### src/common/smc_mac_pkg.sv
// shared types and helpers for the multiple access controller
// size codes, data widths and the access-count arithmetic

package smc_mac_pkg;

  typedef logic [31:0] data_t;   // internal and external data word
  typedef logic [1:0]  size_t;   // transfer size or bus width code
  typedef logic [1:0]  count_t;  // accesses left after the current one

  localparam size_t SIZE_8  = 2'd0;
  localparam size_t SIZE_16 = 2'd1;
  localparam size_t SIZE_32 = 2'd2;  // code 3 decodes as 8 bits

  // bytes carried by a size code
  function automatic logic [2:0] size_bytes(size_t size);
    case (size)
      SIZE_16: return 3'd2;
      SIZE_32: return 3'd4;
      default: return 3'd1;  // 8 bit and the spare code
    endcase
  endfunction

  // accesses after the first one, zero when the bus is wide enough
  function automatic count_t accesses_needed(size_t xfer, size_t bus);
    logic [2:0] xfer_b;
    logic [2:0] bus_b;
    xfer_b = size_bytes(xfer);
    bus_b  = size_bytes(bus);
    if (xfer_b <= bus_b)
      return '0;
    return count_t'(xfer_b / bus_b - 3'd1);
  endfunction

  // ones over the low bytes of one bus-wide beat
  function automatic data_t width_mask(size_t size);
    return data_t'({32{1'b1}} >> (6'd32 - {size_bytes(size), 3'b000}));
  endfunction

  // bit offset of the byte lanes used by access number count
  function automatic logic [6:0] lane_shift(count_t count, size_t bus);
    logic [3:0] lanes;
    lanes = 4'(count) * 4'(size_bytes(bus));  // first byte lane
    return {lanes, 3'b000};
  endfunction

endpackage

### src/verilog/access_counter.sv
// transfer size store and access down-counter
// loads on valid_access, steps down on each smc_done, flags the last access

module access_counter #(
  parameter smc_mac_pkg::size_t bus_size = smc_mac_pkg::SIZE_8  // external width
) (
  input  logic                sys_clk28,
  input  logic                n_sys_reset28,
  input  logic                valid_access,   // first cycle of a new transfer
  input  smc_mac_pkg::size_t  xfer_size,      // valid with valid_access
  input  logic                smc_done,       // end of one external access
  output smc_mac_pkg::count_t access_count,   // accesses still to follow
  output logic                mac_done,       // last access in progress
  output smc_mac_pkg::size_t  cur_xfer_size,  // stored size
  output smc_mac_pkg::size_t  v_xfer_size     // size valid for whole transfer
);

  smc_mac_pkg::count_t num_accesses;  // load value for the counter

  //----------------------------------------------------------------------
  // size decode and store
  //----------------------------------------------------------------------

  always_comb
    num_accesses = smc_mac_pkg::accesses_needed(xfer_size, bus_size);

  always_ff @(posedge sys_clk28 or negedge n_sys_reset28)
  begin
    if (!n_sys_reset28)
      cur_xfer_size <= smc_mac_pkg::SIZE_8;
    else if (valid_access)
      cur_xfer_size <= xfer_size;  // held until next transfer
  end

  // live size in the request cycle, stored size after it
  assign v_xfer_size = valid_access ? xfer_size : cur_xfer_size;

  //----------------------------------------------------------------------
  // access counter
  //----------------------------------------------------------------------

  always_ff @(posedge sys_clk28 or negedge n_sys_reset28)
  begin
    if (!n_sys_reset28)
      access_count <= '0;
    else if (valid_access)
      access_count <= num_accesses;
    else if (smc_done && (access_count != '0))
      access_count <= access_count - smc_mac_pkg::count_t'(1);  // stops at zero
  end

  // zero count means this is the final access
  assign mac_done = (access_count == '0);

endmodule

### src/read_assembler/read_assembler.sv
// read word builder for transfers wider than the external bus
// narrow reads land in their byte lanes, the word goes out with replication

module read_assembler #(
  parameter smc_mac_pkg::size_t bus_size = smc_mac_pkg::SIZE_8  // external width
) (
  input  logic                sys_clk28,
  input  logic                n_sys_reset28,
  input  logic                latch_data,     // read data valid on data_smc
  input  smc_mac_pkg::data_t  data_smc,       // external read data
  input  smc_mac_pkg::count_t access_count,   // selects the lanes
  input  logic                mac_done,       // last access
  input  smc_mac_pkg::size_t  cur_xfer_size,  // stored transfer size
  output smc_mac_pkg::data_t  read_data       // word to internal bus
);

  localparam logic [2:0] bus_bytes = smc_mac_pkg::size_bytes(bus_size);
  localparam smc_mac_pkg::data_t bus_mask = smc_mac_pkg::width_mask(bus_size);

  smc_mac_pkg::data_t r_read_data;  // assembled word so far
  smc_mac_pkg::data_t lane_mask;    // lanes of this access
  smc_mac_pkg::data_t lane_data;    // new beat moved into its lanes
  smc_mac_pkg::data_t next_word;    // value stored on latch_data
  smc_mac_pkg::data_t src_word;     // before replication
  logic [6:0]         bit_base;     // bit offset of this access
  logic [2:0]         xfer_bytes;
  logic [2:0]         rep_bytes;    // replication width
  logic               wide_xfer;    // needs more than one access

  //----------------------------------------------------------------------
  // lane placement
  //----------------------------------------------------------------------

  always_comb
  begin
    xfer_bytes = smc_mac_pkg::size_bytes(cur_xfer_size);
    wide_xfer  = (xfer_bytes > bus_bytes);
    bit_base   = smc_mac_pkg::lane_shift(access_count, bus_size);
    lane_mask  = bus_mask << bit_base;
    lane_data  = (data_smc & bus_mask) << bit_base;  // only the low beat
    // narrow transfers keep the whole bus word
    if (wide_xfer)
      next_word = (r_read_data & ~lane_mask) | lane_data;
    else
      next_word = data_smc;
  end

  //----------------------------------------------------------------------
  // read data store
  //----------------------------------------------------------------------

  always_ff @(posedge sys_clk28 or negedge n_sys_reset28)
  begin
    if (!n_sys_reset28)
      r_read_data <= '0;
    else if (latch_data)
      r_read_data <= next_word;  // other lanes keep earlier beats
  end

  //----------------------------------------------------------------------
  // word to internal bus
  //----------------------------------------------------------------------

  always_comb
  begin
    // last beat goes straight through, saves a cycle
    if (latch_data && mac_done)
      src_word = next_word;
    else
      src_word = r_read_data;

    // transfer at least as wide as bus replicates at transfer width,
    // a narrower one just shows the bus-wide value
    rep_bytes = wide_xfer ? xfer_bytes : bus_bytes;

    case (rep_bytes)
      3'd1:    read_data = {4{src_word[7:0]}};   // byte in every lane
      3'd2:    read_data = {2{src_word[15:0]}};  // halfword in both halves
      default: read_data = src_word;             // full word
    endcase
  end

endmodule

### src/verilog/write_lane_select.sv
// write slice select for the external bus
// picks the lanes of the held write word that belong to this access

module write_lane_select #(
  parameter smc_mac_pkg::size_t bus_size = smc_mac_pkg::SIZE_8  // external width
) (
  input  smc_mac_pkg::data_t  write_data,    // held for the whole transfer
  input  smc_mac_pkg::count_t access_count,  // current access number
  output smc_mac_pkg::data_t  smc_data       // external write data
);

  localparam smc_mac_pkg::data_t bus_mask = smc_mac_pkg::width_mask(bus_size);

  logic [6:0]         bit_base;  // bit offset of this access
  smc_mac_pkg::data_t shifted;   // slice moved down to lane 0

  always_comb
  begin
    bit_base = smc_mac_pkg::lane_shift(access_count, bus_size);
    shifted  = write_data >> bit_base;  // high lanes first as the count runs down
    // a 32 bit bus has a zero count and a full mask, so the word goes out whole
    smc_data = shifted & bus_mask;      // upper lanes cleared
  end

endmodule

### src/verilog/smc_mac_top.sv
// top level of the multiple access controller
// counter, read builder and write select for a bus_size wide memory

module smc_mac_top #(
  parameter smc_mac_pkg::size_t bus_size = smc_mac_pkg::SIZE_8  // 8, 16 or 32 bit
) (
  input  logic                sys_clk28,
  input  logic                n_sys_reset28,
  input  logic                valid_access,   // new transfer pulse
  input  smc_mac_pkg::size_t  xfer_size,      // with valid_access
  input  logic                smc_done,       // end of each access
  input  logic                latch_data,     // read data valid
  input  smc_mac_pkg::data_t  data_smc,       // external read data
  input  smc_mac_pkg::data_t  write_data,     // internal write data
  output smc_mac_pkg::count_t access_count,
  output logic                mac_done,
  output smc_mac_pkg::size_t  v_xfer_size,
  output smc_mac_pkg::data_t  read_data,      // to internal bus
  output smc_mac_pkg::data_t  smc_data        // to external bus
);

  smc_mac_pkg::size_t cur_xfer_size;  // stored size for the read side

  access_counter #(
    .bus_size      (bus_size)
  ) u_access_counter (
    .sys_clk28     (sys_clk28),
    .n_sys_reset28 (n_sys_reset28),
    .valid_access  (valid_access),
    .xfer_size     (xfer_size),
    .smc_done      (smc_done),
    .access_count  (access_count),
    .mac_done      (mac_done),
    .cur_xfer_size (cur_xfer_size),
    .v_xfer_size   (v_xfer_size)
  );

  read_assembler #(
    .bus_size      (bus_size)
  ) u_read_assembler (
    .sys_clk28     (sys_clk28),
    .n_sys_reset28 (n_sys_reset28),
    .latch_data    (latch_data),
    .data_smc      (data_smc),
    .access_count  (access_count),
    .mac_done      (mac_done),
    .cur_xfer_size (cur_xfer_size),
    .read_data     (read_data)
  );

  write_lane_select #(
    .bus_size      (bus_size)
  ) u_write_lane_select (
    .write_data    (write_data),
    .access_count  (access_count),
    .smc_data      (smc_data)
  );

endmodule

### config.mk
export PLATFORM = sky130hd
export DESIGN_NAME = smc_mac_top
export DESIGN_NICKNAME = d
export VERILOG_FILES = /design/src/common/smc_mac_pkg.sv /design/src/verilog/access_counter.sv /design/src/read_assembler/read_assembler.sv /design/src/verilog/write_lane_select.sv /design/src/verilog/smc_mac_top.sv
export SDC_FILE = /design/constraint.sdc
export NUM_CORES = 1
export LEC_CHECK = 0
export BUFFER_PORTS_ARGS = -buffer_cell sky130_fd_sc_hd__buf_2
export CAP_MARGIN = 40
export CORE_MARGIN = 8
export CORE_UTILIZATION = 45
export DETAILED_ROUTE_END_ITERATION = 6
export PLACE_DENSITY = 0.77
export SYNTH_ARGS = -nofsm -noshare
export SYNTH_HDL_FRONTEND = slang
export SYNTH_HIERARCHICAL = 1
export SYNTH_SLANG_ARGS = --single-unit
### constraint.sdc
create_clock -name sys_clk28 -period 1.85 [get_ports sys_clk28]
set_clock_uncertainty 0.15 [all_clocks]
set_input_delay 0.0925 -clock sys_clk28 [delete_from_list [all_inputs] [get_ports sys_clk28]]
set_output_delay 0.0925 -clock sys_clk28 [all_outputs]
set_load 0.005 [all_outputs]
==> results of run 1 <==
## kinds of logic (layout without fill, tap and decap cells)
logic type	count (synthesis)	count (layout)
compound gates	195	196
fa+ha+maj	4	4
buf+inv	90	239
flops	36	36
mux	18	18
other cells	1	24
simple gates	81	82
## registers in the layout, summed over array words and instances, names as in the netlist
register and cells:
u_read_assembler/r_read_data 32, u_access_counter/access_count 2, u_access_counter/cur_xfer_size 2
## worst max-delay path: cells and delay by family, from the launching register on
kind            cells  cell delay [ns]
buf+inv             4             0.50
simple gates        1             0.04
fa+ha+maj           1             0.30
flops               1             0.41
compound gates      3             0.70
## stage by stage
step                total power (W)  setup TNS [ns]  hold WS [ns]  area [sq um]
floorplan                  0.003266         -0.1469       -0.3531          3867
global placement           0.004333          -7.419       0.01848          4622
detailed placement         0.004409          -8.816       0.01741          4622
CTS                        0.005413          -13.32       0.01023          5305
global route               0.006083          -17.77       0.03015          5540
finish                     0.005833          -15.49       0.01053          5540
## what timing repair did
action / in CTS / in global routing
gates cloned: 2 / 1
pin swaps: 23 / 14
setup buffers: 8 / 9
hold buffers: 26 / 0
hold endpoints to repair: 61 / 0
gates resized for setup: 47 / 32
endpoints found under the setup margin: 46 / 70
## placed cells by master, fill, tap and decap left out, types with 9 or more instances in the layout
master | Yosys | final
sky130_fd_sc_hd__inv_1 | 15 | 12
sky130_fd_sc_hd__conb_1 | 1 | 24
sky130_fd_sc_hd__and3_4 | 2 | 9
sky130_fd_sc_hd__dfrtp_1 | 36 | 34
sky130_fd_sc_hd__buf_2 | 19 | 115
sky130_fd_sc_hd__buf_4 | 26 | 53
sky130_fd_sc_hd__buf_6 | 9 | 11
sky130_fd_sc_hd__nor2_1 | 18 | 17
sky130_fd_sc_hd__dlygate4sd3_1 | 0 | 26
sky130_fd_sc_hd__o22ai_1 | 56 | 53
sky130_fd_sc_hd__buf_12 | 0 | 9
sky130_fd_sc_hd__a21oi_1 | 40 | 39
sky130_fd_sc_hd__a21o_1 | 16 | 16
sky130_fd_sc_hd__and3_1 | 23 | 16
sky130_fd_sc_hd__nand2_1 | 12 | 9
## area by class of cell
| cell class | count | share of cell area [%] |
|---|---|---|
| multi-input combinational | 324 | 50.16 |
| timing repair buffer | 216 | 28.48 |
| sequential | 36 | 16.31 |
| tap | 105 | 2.371 |
| clock buffer | 6 | 1.491 |
| inverter | 15 | 1.016 |
| clock inverter | 2 | 0.1807 |
## path summary, 6_finish.rpt
path / endpoint / depth (start not counted)
worst max-delay path: read_data[31] / 9
worst min-delay path: u_read_assembler/r_read_data[25] / 3
worst min register to register: u_read_assembler/r_read_data[31] / 2
worst max register to register: u_read_assembler/r_read_data[2] / 7
max in group asynchronous: u_access_counter/access_count[1] / 3
min in group asynchronous: u_read_assembler/r_read_data[5] / 3
## metal layers
layer / global-route usage [%] / routed length (microns) / up-vias
met4: 8.241 / 616 / 2
met2: 41.82 / 7518 / 376
met3: 5.203 / 1691 / 71
met5: 0 / 26 / -
li1: - / - / 1962
met1: 31.66 / 5996 / 2199
## report_power, final
part / internal, W / switching, W / leakage [nW] / total (W)
clock network: 0.000298 / 0.000309 / 0.0510 / 0.000607
logic: 0.00191 / 0.00191 / 2.08 / 0.00382
registers: 0.00105 / 0.000361 / 0.415 / 0.00141
total: 0.00325 / 0.00258 / 2.54 / 0.00583
==> impl_summary.log, run 1 <==
[metrics] highest net fanout along the worst path: 8
[metrics] proportion of netlist area held by the largest area contributor: 24.53%
[metrics] worst setup path startpoint: u_access_counter/cur_xfer_size[1]
[metrics] n_diodes: 0
[metrics] CTS buffer count: 5
[metrics] part of the cycle the worst path needs: 134.1%
[metrics] R2R Path Start: u_access_counter/cur_xfer_size[0]
[metrics] filler instances: 604
[metrics] antenna violations before repair: 0
[metrics] cell area power density: 1053 nW/um^2
[metrics] non-filler instance count after layout: 704
[metrics] master cell of the clock root buffer: sky130_fd_sc_hd__clkbuf_8
[metrics] number of distinct library cell variants in the gate-level netlist after synthesis: 41
[metrics] EDFF count, synth: 0
[metrics] share of synthesized flip-flops with an asynchronous set or reset: 100.0%
[metrics] first-pass GRT wire length: 23170 microns
[metrics] crit path cell chain: ha_4 > buf_12 > buf_4 > buf_4 > nor2_1 > a221oi_2 > o311ai_1 > a21oi_1 > buf_2
[metrics] leakage power total: 2.542 nW
[metrics] worst-path cell with the longest stage delay: sky130_fd_sc_hd__dfrtp_1
[metrics] setup violation total in the final timing report: 40
[metrics] routed wire length: 15850 microns
[metrics] most frequent CP cell: sky130_fd_sc_hd__buf_4
[metrics] total of warnings raised by yosys: 6
[metrics] DRC errors left: 0
[metrics] initial core utilization: 45.61%
[metrics] Post-Synthesis Cell Area: 3672 sq um
[metrics] residual overflow from global routing: 0
[metrics] Core Footprint: 8051 sq um
[metrics] synth top area cells: sky130_fd_sc_hd__dfrtp_1 (25%), sky130_fd_sc_hd__o22ai_1 (9.5%), sky130_fd_sc_hd__a21oi_1 (5.5%), sky130_fd_sc_hd__buf_4 (5.3%), sky130_fd_sc_hd__mux4_2 (4.9%)
[metrics] Die Height: 106.3 microns
[metrics] post-placement setup slack: -0.3444 ns
[metrics] multi-input combinational cell area: 2779 sq um
[metrics] port buffer count: 115
[metrics] number of pins exceeding their max-slew limit in the final report: 0
[metrics] Detailed Route Iter0 Violations: 468
[metrics] average instance area after synthesis: 8.641 sq um
[metrics] total I/O pin count: 140
[metrics] maximum number of pins on one net before global-route repair: 37
[metrics] arrival time reported for the critical path endpoint: 2.24 ns
[metrics] number of global-route vias before repair: 4408
[metrics] Worst Min Path Start: data_smc[25]
[metrics] time the worst path needs with I/O delays and setup: 2.481 ns
[metrics] fraction of the mapped netlist area in compound gates: 38.74%
[metrics] number of maximum-capacitance constraint violations: 0
[metrics] gate count after technology mapping: 425
[metrics] dominant cell type by area after synthesis: sky130_fd_sc_hd__dfrtp_1
[metrics] Total Die Area: 11310 sq um
[metrics] number of hold violations in the final report: 0
[metrics] launching element type of the critical path: flop
[metrics] horizontal die dimension: 106.3 microns
[metrics] total half-perimeter wirelength after legalization and detailed placement: 10550 microns
[metrics] worst path required time: 1.61 ns
[metrics] R2R setup slack: -0.04 ns
[metrics] placed instance count: 651
[metrics] cell with the most instances after synthesis: sky130_fd_sc_hd__o22ai_1
[metrics] clock transition at the registers of the reported paths: 0.08 ns
[metrics] post-synthesis sequential element count: 36
[metrics] worst vdd rail ir drop: 711.8 uV
[metrics] routed wire length per instance: 22.51 microns
[metrics] count of nets after finishing: 673
[metrics] failing checks: setup timing
[metrics] Area Growth Syn to Fin: 50.87%
[metrics] fraction of synthesized cell area in xor and xnor cells: 0%
[metrics] overall via count from detail_route: 4610
[metrics] proportion of layout cells with a drive suffix above 1: 48.41%
[metrics] TritonCTS clock tree: built
[metrics] worst-skew pair later-pin latency: 0.30 ns
[metrics] adder and majority gate portion of the synthesized area: 1.363%
[metrics] sequential fraction of the synthesis area: 24.53%
[metrics] Critical Path Max Stage Delay: 0.41 ns
[metrics] first drt pass iteration count: 7
[metrics] Setup WS post-layout: -0.6312 ns
[metrics] DRT antenna net count: 0
[metrics] Worst Hold Class: input port to flop
[metrics] unrepaired setup endpoints after global routing: yes
[metrics] floorplan row count: 33
[metrics] Reg area: 903.4 sq um
[metrics] run status: complete, but fails checks
[metrics] most instantiated flip-flop cell in the synthesis netlist: sky130_fd_sc_hd__dfrtp_1
[metrics] final core area utilization: 68.81%
[metrics] total track usage: 25.11%
[metrics] fraction of the mapped netlist area in simple logic gates: 12.88%
[metrics] gpl congestion: 0.9288
[metrics] count of clock tree sinks: 36
[metrics] H-tree levels: 2
[metrics] mux cell area share after synthesis: 7.973%
[metrics] Max Fclk: 403.0 MHz
[metrics] vias per inst: 6.548
[metrics] most common library cells after synthesis: sky130_fd_sc_hd__o22ai_1 (56), sky130_fd_sc_hd__a21oi_1 (40), sky130_fd_sc_hd__dfrtp_1 (36)
[metrics] Worst Path Class, Setup: flop to output pin
[metrics] number of buffers on the longest clock path: 2
[metrics] largest family of logic cells by synthesized area: compound AO/OA/AOI/OAI gates
[metrics] CP Capture Type: output pin
Power figures use the tool's default switching activity.
==> run 2: changes to the inputs <==
clock period = 2.07 ns   (was 1.85 ns; I/O delays follow)
==> impl_summary.log, run 2 (synthesized netlist as in run 1, its figures left out) <==
[metrics] M1 WL: 5539 microns (-7.6%)
[metrics] DRC errors left: 0 (unchanged)
[metrics] Total Die Area: 11310 sq um (unchanged)
[metrics] Critical Path Max Stage Delay: 0.39 ns (-0.02 ns)
[metrics] maximum number of pins on one net before global-route repair: 37 (unchanged)
[metrics] Area Growth Syn to Fin: 44.36%
[metrics] biggest regs: u_read_assembler/r_read_data (32), u_access_counter/access_count (2), u_access_counter/cur_xfer_size (2)
[metrics] overall via count from detail_route: 4389 (-4.8%)
[metrics] proportion of layout cells with a drive suffix above 1: 46.84% (-1.6 points)
[metrics] count of clock tree sinks: 36 (unchanged)
[metrics] placed instance count: 640 (-1.7%)
[metrics] launching element type of the critical path: flop
[metrics] DRT antenna net count: 0 (unchanged)
[metrics] failing checks: setup timing
[metrics] run status: complete, but fails checks
[metrics] number of buffers on the longest clock path: 2 (unchanged)
[metrics] gpl congestion: 0.9121 (-1.8%)
[metrics] Largest register FFs: 32 (unchanged)
[metrics] crit path cell chain: inv_2 > ha_4 > buf_6 > and3_4 > a221oi_2 > o311ai_2 > a21oi_1 > buf_2
[metrics] filler instances: 685 (+13%)
[metrics] cell area power density: 932.1 nW/um^2 (-11%)
[metrics] Die Height: 106.3 microns (unchanged)
[metrics] total half-perimeter wirelength after legalization and detailed placement: 9907 microns (-6.1%)
[metrics] Setup WS post-layout: -0.3730 ns (+0.2582 ns)
[metrics] vias per inst: 6.361 (-2.9%)
[metrics] unrepaired setup endpoints after global routing: yes
[metrics] arrival time reported for the critical path endpoint: 2.19 ns (-0.05 ns)
[metrics] H-tree levels: 2 (unchanged)
[metrics] commonest non-fill, non-tap cell in the layout: sky130_fd_sc_hd__buf_2
[metrics] port buffer count: 115 (unchanged)
[metrics] initial core utilization: 45.61% (unchanged)
[metrics] number of hold violations in the final report: 0 (unchanged)
[metrics] first drt pass iteration count: 5 (-2)
[metrics] placed inst area: 4359 sq um (-5.7%)
[metrics] cells on worst reg2reg path: 7 (unchanged)
[metrics] post-placement setup slack: -0.1715 ns (+0.1729 ns)
[metrics] first-pass GRT wire length: 22270 microns (-3.9%)
[metrics] setup violation total in the final timing report: 31 (-23%)
[metrics] Met2 Routed Length: 6913 microns (-8.0%)
[metrics] residual overflow from global routing: 0 (unchanged)
[metrics] Worst Path Class, Setup: flop to output pin
[metrics] total track usage: 23.94% (-1.2 points)
[metrics] R2R setup slack: 0.11 ns (+0.15 ns)
[metrics] CTS buffer count: 5 (unchanged)
[metrics] highest net fanout along the worst path: 8 (unchanged)
[metrics] post-route cell area: 5301 sq um (-4.3%)
[metrics] number of maximum-capacitance constraint violations: 0 (unchanged)
[metrics] CP Capture Type: output pin
[metrics] total I/O pin count: 140 (unchanged)
[metrics] Core Footprint: 8051 sq um (unchanged)
[metrics] time the worst path needs with I/O delays and setup: 2.443 ns
[metrics] clock transition at the registers of the reported paths: 0.07 ns (about the same)
[metrics] leakage power total: 2.398 nW (-5.7%)
[metrics] routed wire length: 14610 microns (-7.8%)
[metrics] Max Fclk: 409.3 MHz
[metrics] top library cells by usage in the layout, fill and taps aside: sky130_fd_sc_hd__buf_2 (116), sky130_fd_sc_hd__o22ai_1 (55), sky130_fd_sc_hd__buf_4 (44)
[metrics] part of the cycle the worst path needs: 118.0%
[metrics] register name with the most flops: u_read_assembler/r_read_data
[metrics] antenna violations before repair: 0 (unchanged)
[metrics] number of pins exceeding their max-slew limit in the final report: 0 (unchanged)
[metrics] worst vdd rail ir drop: 413.1 uV (-42%)
[metrics] TritonCTS clock tree: built
[metrics] R2R Path Start: u_access_counter/cur_xfer_size[0]
[metrics] n_diodes: 0 (unchanged)
[metrics] worst-path cell with the longest stage delay: sky130_fd_sc_hd__dfrtp_1
[metrics] Worst Min Path Start: valid_access
[metrics] Detailed Route Iter0 Violations: 460 (-1.7%)
[metrics] worst path required time: 1.82 ns (+0.21 ns)
[metrics] master cell of the clock root buffer: sky130_fd_sc_hd__clkbuf_8
[metrics] horizontal die dimension: 106.3 microns (unchanged)
[metrics] final hold slack: 0.02985 ns (+0.01932 ns)
[metrics] non-filler instance count after layout: 690 (-2.0%)
[metrics] number of global-route vias before repair: 4397 (-0.25%)
[metrics] floorplan row count: 33 (unchanged)
[metrics] worst hold endpoint: u_access_counter/access_count[1]
[metrics] Worst Hold Class: input port to flop
[metrics] end of the worst register-to-register path: u_read_assembler/r_read_data[7]
[metrics] DR top layer: met4
[metrics] routed wire length per instance: 21.18 microns (-5.9%)
[metrics] count of nets after finishing: 659 (-2.1%)
[metrics] sum of met3 wire segment lengths after detailed routing: 1678 microns (-0.77%)
[metrics] setup TNS: -7.971 ns (+7.519 ns)
[metrics] Hold Path Stages: 2 (-1)
[metrics] worst-skew pair later-pin latency: 0.29 ns (about the same)
## run 2: cell types whose count changed in the layout (fill, tap and decap cells not counted), sizes merged
cell / delta
and2: +1
buf: -15
dlygate4sd3: +1
clkbuf: -1
## run 2: layer usage
metal / vias up / GRT usage (%)
met5: - / 0
met4: 0 / 9.548
met1: 2073 / 28.92
li1: 1941 / -
met2: 329 / 39.45
met3: 46 / 6.594
## run 2: per-stage QoR
stage	utilization, %	power (W)
after floorplan	-	0.002822
final	65.84	0.004941
after global placement	54.14	0.003689
after detailed placement	54.14	0.003743
after global routing	65.84	0.005220
after CTS	63.12	0.004635
## run 2: how the worst max path moves through the flow
stage / startpoint / endpoint / slack (ns) / depth (start not counted)
4_1_cts: u_access_counter/cur_xfer_size[0] / read_data[31] / -0.34 / 8
2_1_floorplan: u_access_counter/access_count[1] / read_data[29] / 0.06 / 8
3_3_place_gp: u_access_counter/cur_xfer_size[0] / read_data[26] / -0.14 / 8
6_report: u_access_counter/cur_xfer_size[0] / read_data[25] / -0.37 / 8
3_5_place_dp: u_access_counter/cur_xfer_size[0] / read_data[18] / -0.17 / 7
5_1_grt: u_access_counter/cur_xfer_size[0] / read_data[25] / -0.45 / 8
## run 2: final cells by class
cell class                 count  area, sq um  area share, %
clock buffer                   6        82.58          1.558
clock inverter                 2        10.01         0.1888
inverter                      15        56.30          1.062
multi-input combinational    325         2750          51.88
sequential                    36        902.1          17.02
tap                          105        131.4          2.478
timing repair buffer         201         1369          25.82
## run 2: repair_timing
item,in CTS,in global routing
cloned,3,1
hold endpoints to repair,62,0
endpoints found under the setup margin,32,34
hold buffers,27,0
buffers inserted,9,4
gates resized for setup,55,33
pin swaps,21,25
## run 2: worst max-delay path, delay by kind of cell, from the launching register on
family,cells,cell delay [ns]
adders and majority gates,1,0.20
DFF,1,0.39
and+or+nand+nor,1,0.22
buffers and inverters,3,0.34
AOI/OAI and AO/OA,3,0.75
## run 2: power breakdown
group | leakage [nW] | total [W] | internal, W | switching [W]
clock network | 0.0510 | 0.000533 | 0.000266 | 0.000267
registers | 0.416 | 0.00122 | 0.000936 | 0.000288
logic | 1.93 | 0.00318 | 0.00156 | 0.00163
total | 2.40 | 0.00494 | 0.00276 | 0.00218
==> run 3: changes to the inputs <==
MAX_ROUTING_LAYER = met4   (was unset)
==> impl_summary.log, run 3 (synthesized netlist as in run 1, its figures left out) <==
[metrics] setup violation total in the final timing report: 32 (+3.2%)
[metrics] launching element type of the critical path: flop
[metrics] Max Fclk: 414.0 MHz (+1.1%)
[metrics] DRC errors left: 0 (unchanged)
[metrics] worst slew slack as a fraction of its limit: 61.36%
[metrics] cell area power density: 954.8 nW/um^2 (+2.4%)
[metrics] number of maximum-capacitance constraint violations: 0 (unchanged)
[metrics] residual overflow from global routing: 0 (unchanged)
[metrics] biggest regs: u_read_assembler/r_read_data (32), u_access_counter/access_count (2), u_access_counter/cur_xfer_size (2)
[metrics] total half-perimeter wirelength after legalization and detailed placement: 9917 microns (about the same)
[metrics] number of buffers on the longest clock path: 2 (unchanged)
[metrics] Core Footprint: 8051 sq um (unchanged)
[metrics] master cell of the clock root buffer: sky130_fd_sc_hd__clkbuf_8
[metrics] R2R Path Start: u_access_counter/cur_xfer_size[0]
[metrics] failing checks: setup timing
[metrics] actual slew at the worst max-slew pin: 0.5775 ns
[metrics] PnR Total Power: 0.005101 W (+3.2%)
[metrics] proportion of layout cells with a drive suffix above 1: 45.56% (-1.3 points)
[metrics] gpl congestion: 0.9616 (+5.4%)
[metrics] clock power share: 12.2% (+1.4 points)
[metrics] Detailed Route Iter0 Violations: 460 (unchanged)
[metrics] count of nets after finishing: 660 (+0.15%)
[metrics] initial core utilization: 45.61% (unchanged)
[metrics] Internal Power: 0.002909 W (+5.5%)
[metrics] Area Growth Syn to Fin: 45.49%
[metrics] non-filler instance count after layout: 691 (+0.14%)
[metrics] part of the cycle the worst path needs: 116.7% (-1.3 points)
[metrics] total track usage: 24.89% (+0.95 points)
[metrics] Worst Min Path Start: smc_done
[metrics] placed instance count: 641 (+0.16%)
[metrics] Total Die Area: 11310 sq um (unchanged)
[metrics] worst setup path startpoint: u_access_counter/cur_xfer_size[1]
[metrics] commonest non-fill, non-tap cell in the layout: sky130_fd_sc_hd__buf_2
[metrics] number of hold violations in the final report: 0 (unchanged)
[metrics] port buffer count: 115 (unchanged)
[metrics] total I/O pin count: 140 (unchanged)
[metrics] share of power burned in registers: 24.1% (-0.7 points)
[metrics] number of pins exceeding their max-slew limit in the final report: 0 (unchanged)
[metrics] leakage power total: 2.417 nW (+0.80%)
[metrics] floorplan row count: 33 (unchanged)
[metrics] maximum number of pins on one net before global-route repair: 37 (unchanged)
[metrics] arrival time reported for the critical path endpoint: 2.16 ns (-0.03 ns)
[metrics] CTS buffer count: 5 (unchanged)
[metrics] combinational power share: 63.8% (-0.6 points)
[metrics] time the worst path needs with I/O delays and setup: 2.416 ns (-0.02743 ns)
[metrics] Largest register FFs: 32 (unchanged)
[metrics] H-tree levels: 2 (unchanged)
[metrics] Die Height: 106.3 microns (unchanged)
[metrics] P_sw: 0.002192 W (+0.41%)
[metrics] Setup WS post-layout: -0.3455 ns (+0.02743 ns)
[metrics] run status: complete, but fails checks
[metrics] overall via count from detail_route: 4401 (+0.27%)
[metrics] clock transition at the registers of the reported paths: 0.08 ns (about the same)
[metrics] post-placement setup slack: -0.2130 ns (-0.04153 ns)
[metrics] first drt pass iteration count: 5 (unchanged)
[metrics] vias per inst: 6.369 (+0.13%)
[metrics] routed wire length per instance: 21.21 microns (+0.17%)
[metrics] horizontal die dimension: 106.3 microns (unchanged)
[metrics] n_diodes: 0 (unchanged)
[metrics] highest net fanout along the worst path: 12 (+4)
[metrics] Worst Path Class, Setup: flop to output pin
[metrics] placed inst area: 4404 sq um (+1.0%)
[metrics] number of global-route vias before repair: 4543 (+3.3%)
[metrics] register name with the most flops: u_read_assembler/r_read_data
[metrics] unrepaired setup endpoints after global routing: yes
[metrics] Worst Hold Class: input port to flop
[metrics] antenna violations before repair: 0 (unchanged)
[metrics] worst-skew pair later-pin latency: 0.29 ns (about the same)
[metrics] worst path required time: 1.82 ns (about the same)
[metrics] CP Capture Type: output pin
[metrics] switch share: 42.98% (-1.2 points)
[metrics] first-pass GRT wire length: 22470 microns (+0.90%)
[metrics] final core area utilization: 66.36% (+0.51 points)
[metrics] post-route cell area: 5343 sq um (+0.78%)
[metrics] worst vdd rail ir drop: 372.7 uV (-9.8%)
[metrics] routed wire length: 14660 microns (+0.31%)
[metrics] top library cells by usage in the layout, fill and taps aside: sky130_fd_sc_hd__buf_2 (115), sky130_fd_sc_hd__o22ai_1 (53), sky130_fd_sc_hd__buf_4 (40)
[metrics] DRT antenna net count: 0 (unchanged)
[metrics] TritonCTS clock tree: built
[metrics] count of clock tree sinks: 36 (unchanged)
run 3: area by class of cell:
class | count | area, sq um
tap | 105 | 131.4
timing repair buffer | 202 | 1436
clock buffer | 6 | 72.57
fill | 655 | 2709
clock inverter | 2 | 35.03
inverter | 15 | 56.30
sequential | 36 | 902.1
multi-input combinational | 325 | 2709
run 3: timing repair:
action / in CTS / in global routing
pin swaps: 29 / 20
hold buffers: 27 / 0
resized for setup: 55 / 28
endpoints found under the setup margin: 33 / 40
gates cloned: 5 / 1
endpoints found under the hold margin: 62 / 0
setup buffers: 8 / 5
run 3: power groups by stage:
| stage | Combinational (W) | Clock (W) | Sequential [W] |
|---|---|---|---|
| final | 0.00325 | 0.000621 | 0.00123 |
| after global routing | 0.00347 | 0.000659 | 0.00125 |
| after CTS | 0.00299 | 0.000635 | 0.00121 |
| after detailed placement | 0.00259 | 0 | 0.00120 |
| after global placement | 0.00254 | 0 | 0.00119 |
| after floorplan | 0.00169 | 0 | 0.00113 |
run 3: metrics by stage:
step | hold slack, ns | setup TNS (ns)
finish | 0.02427 | -6.837
global route | 0.04122 | -9.158
CTS | 0.01575 | -5.191
floorplan | -0.3421 | 0
global placement | 0.02244 | -1.080
detailed placement | 0.03422 | -2.071
run 3: layer usage:
| layer | GRT usage [%] | part of all wire, % |
|---|---|---|
| met5 | - | 0 |
| met2 | 39.45 | 49 |
| met4 | 12.36 | 2.8 |
| met1 | 29.20 | 38 |
| met3 | 5.566 | 9.9 |
run 3: worst max-delay path: stages (launching register included):
cell                       delay [ns]
sky130_fd_sc_hd__dfrtp_1         0.41
sky130_fd_sc_hd__ha_4            0.33
sky130_fd_sc_hd__buf_6           0.14
sky130_fd_sc_hd__buf_12          0.12
sky130_fd_sc_hd__nor2_1          0.05
sky130_fd_sc_hd__a221oi_2        0.30
sky130_fd_sc_hd__o311ai_1        0.20
sky130_fd_sc_hd__a21oi_1         0.18
sky130_fd_sc_hd__buf_2           0.13
run 3: path summary, 6_finish.rpt:
check / slack [ns] / depth (start not counted) / end
setup / recovery: -0.35 / 8 / read_data[31]
hold / removal: 0.02 / 3 / u_access_counter/access_count[1]
setup reg to reg: 0.11 / 7 / u_read_assembler/r_read_data[4]
hold reg to reg: 0.46 / 1 / u_read_assembler/r_read_data[4]
max in group asynchronous: 1.16 / 3 / u_access_counter/access_count[0]
min in group asynchronous: 0.23 / 3 / u_read_assembler/r_read_data[16]
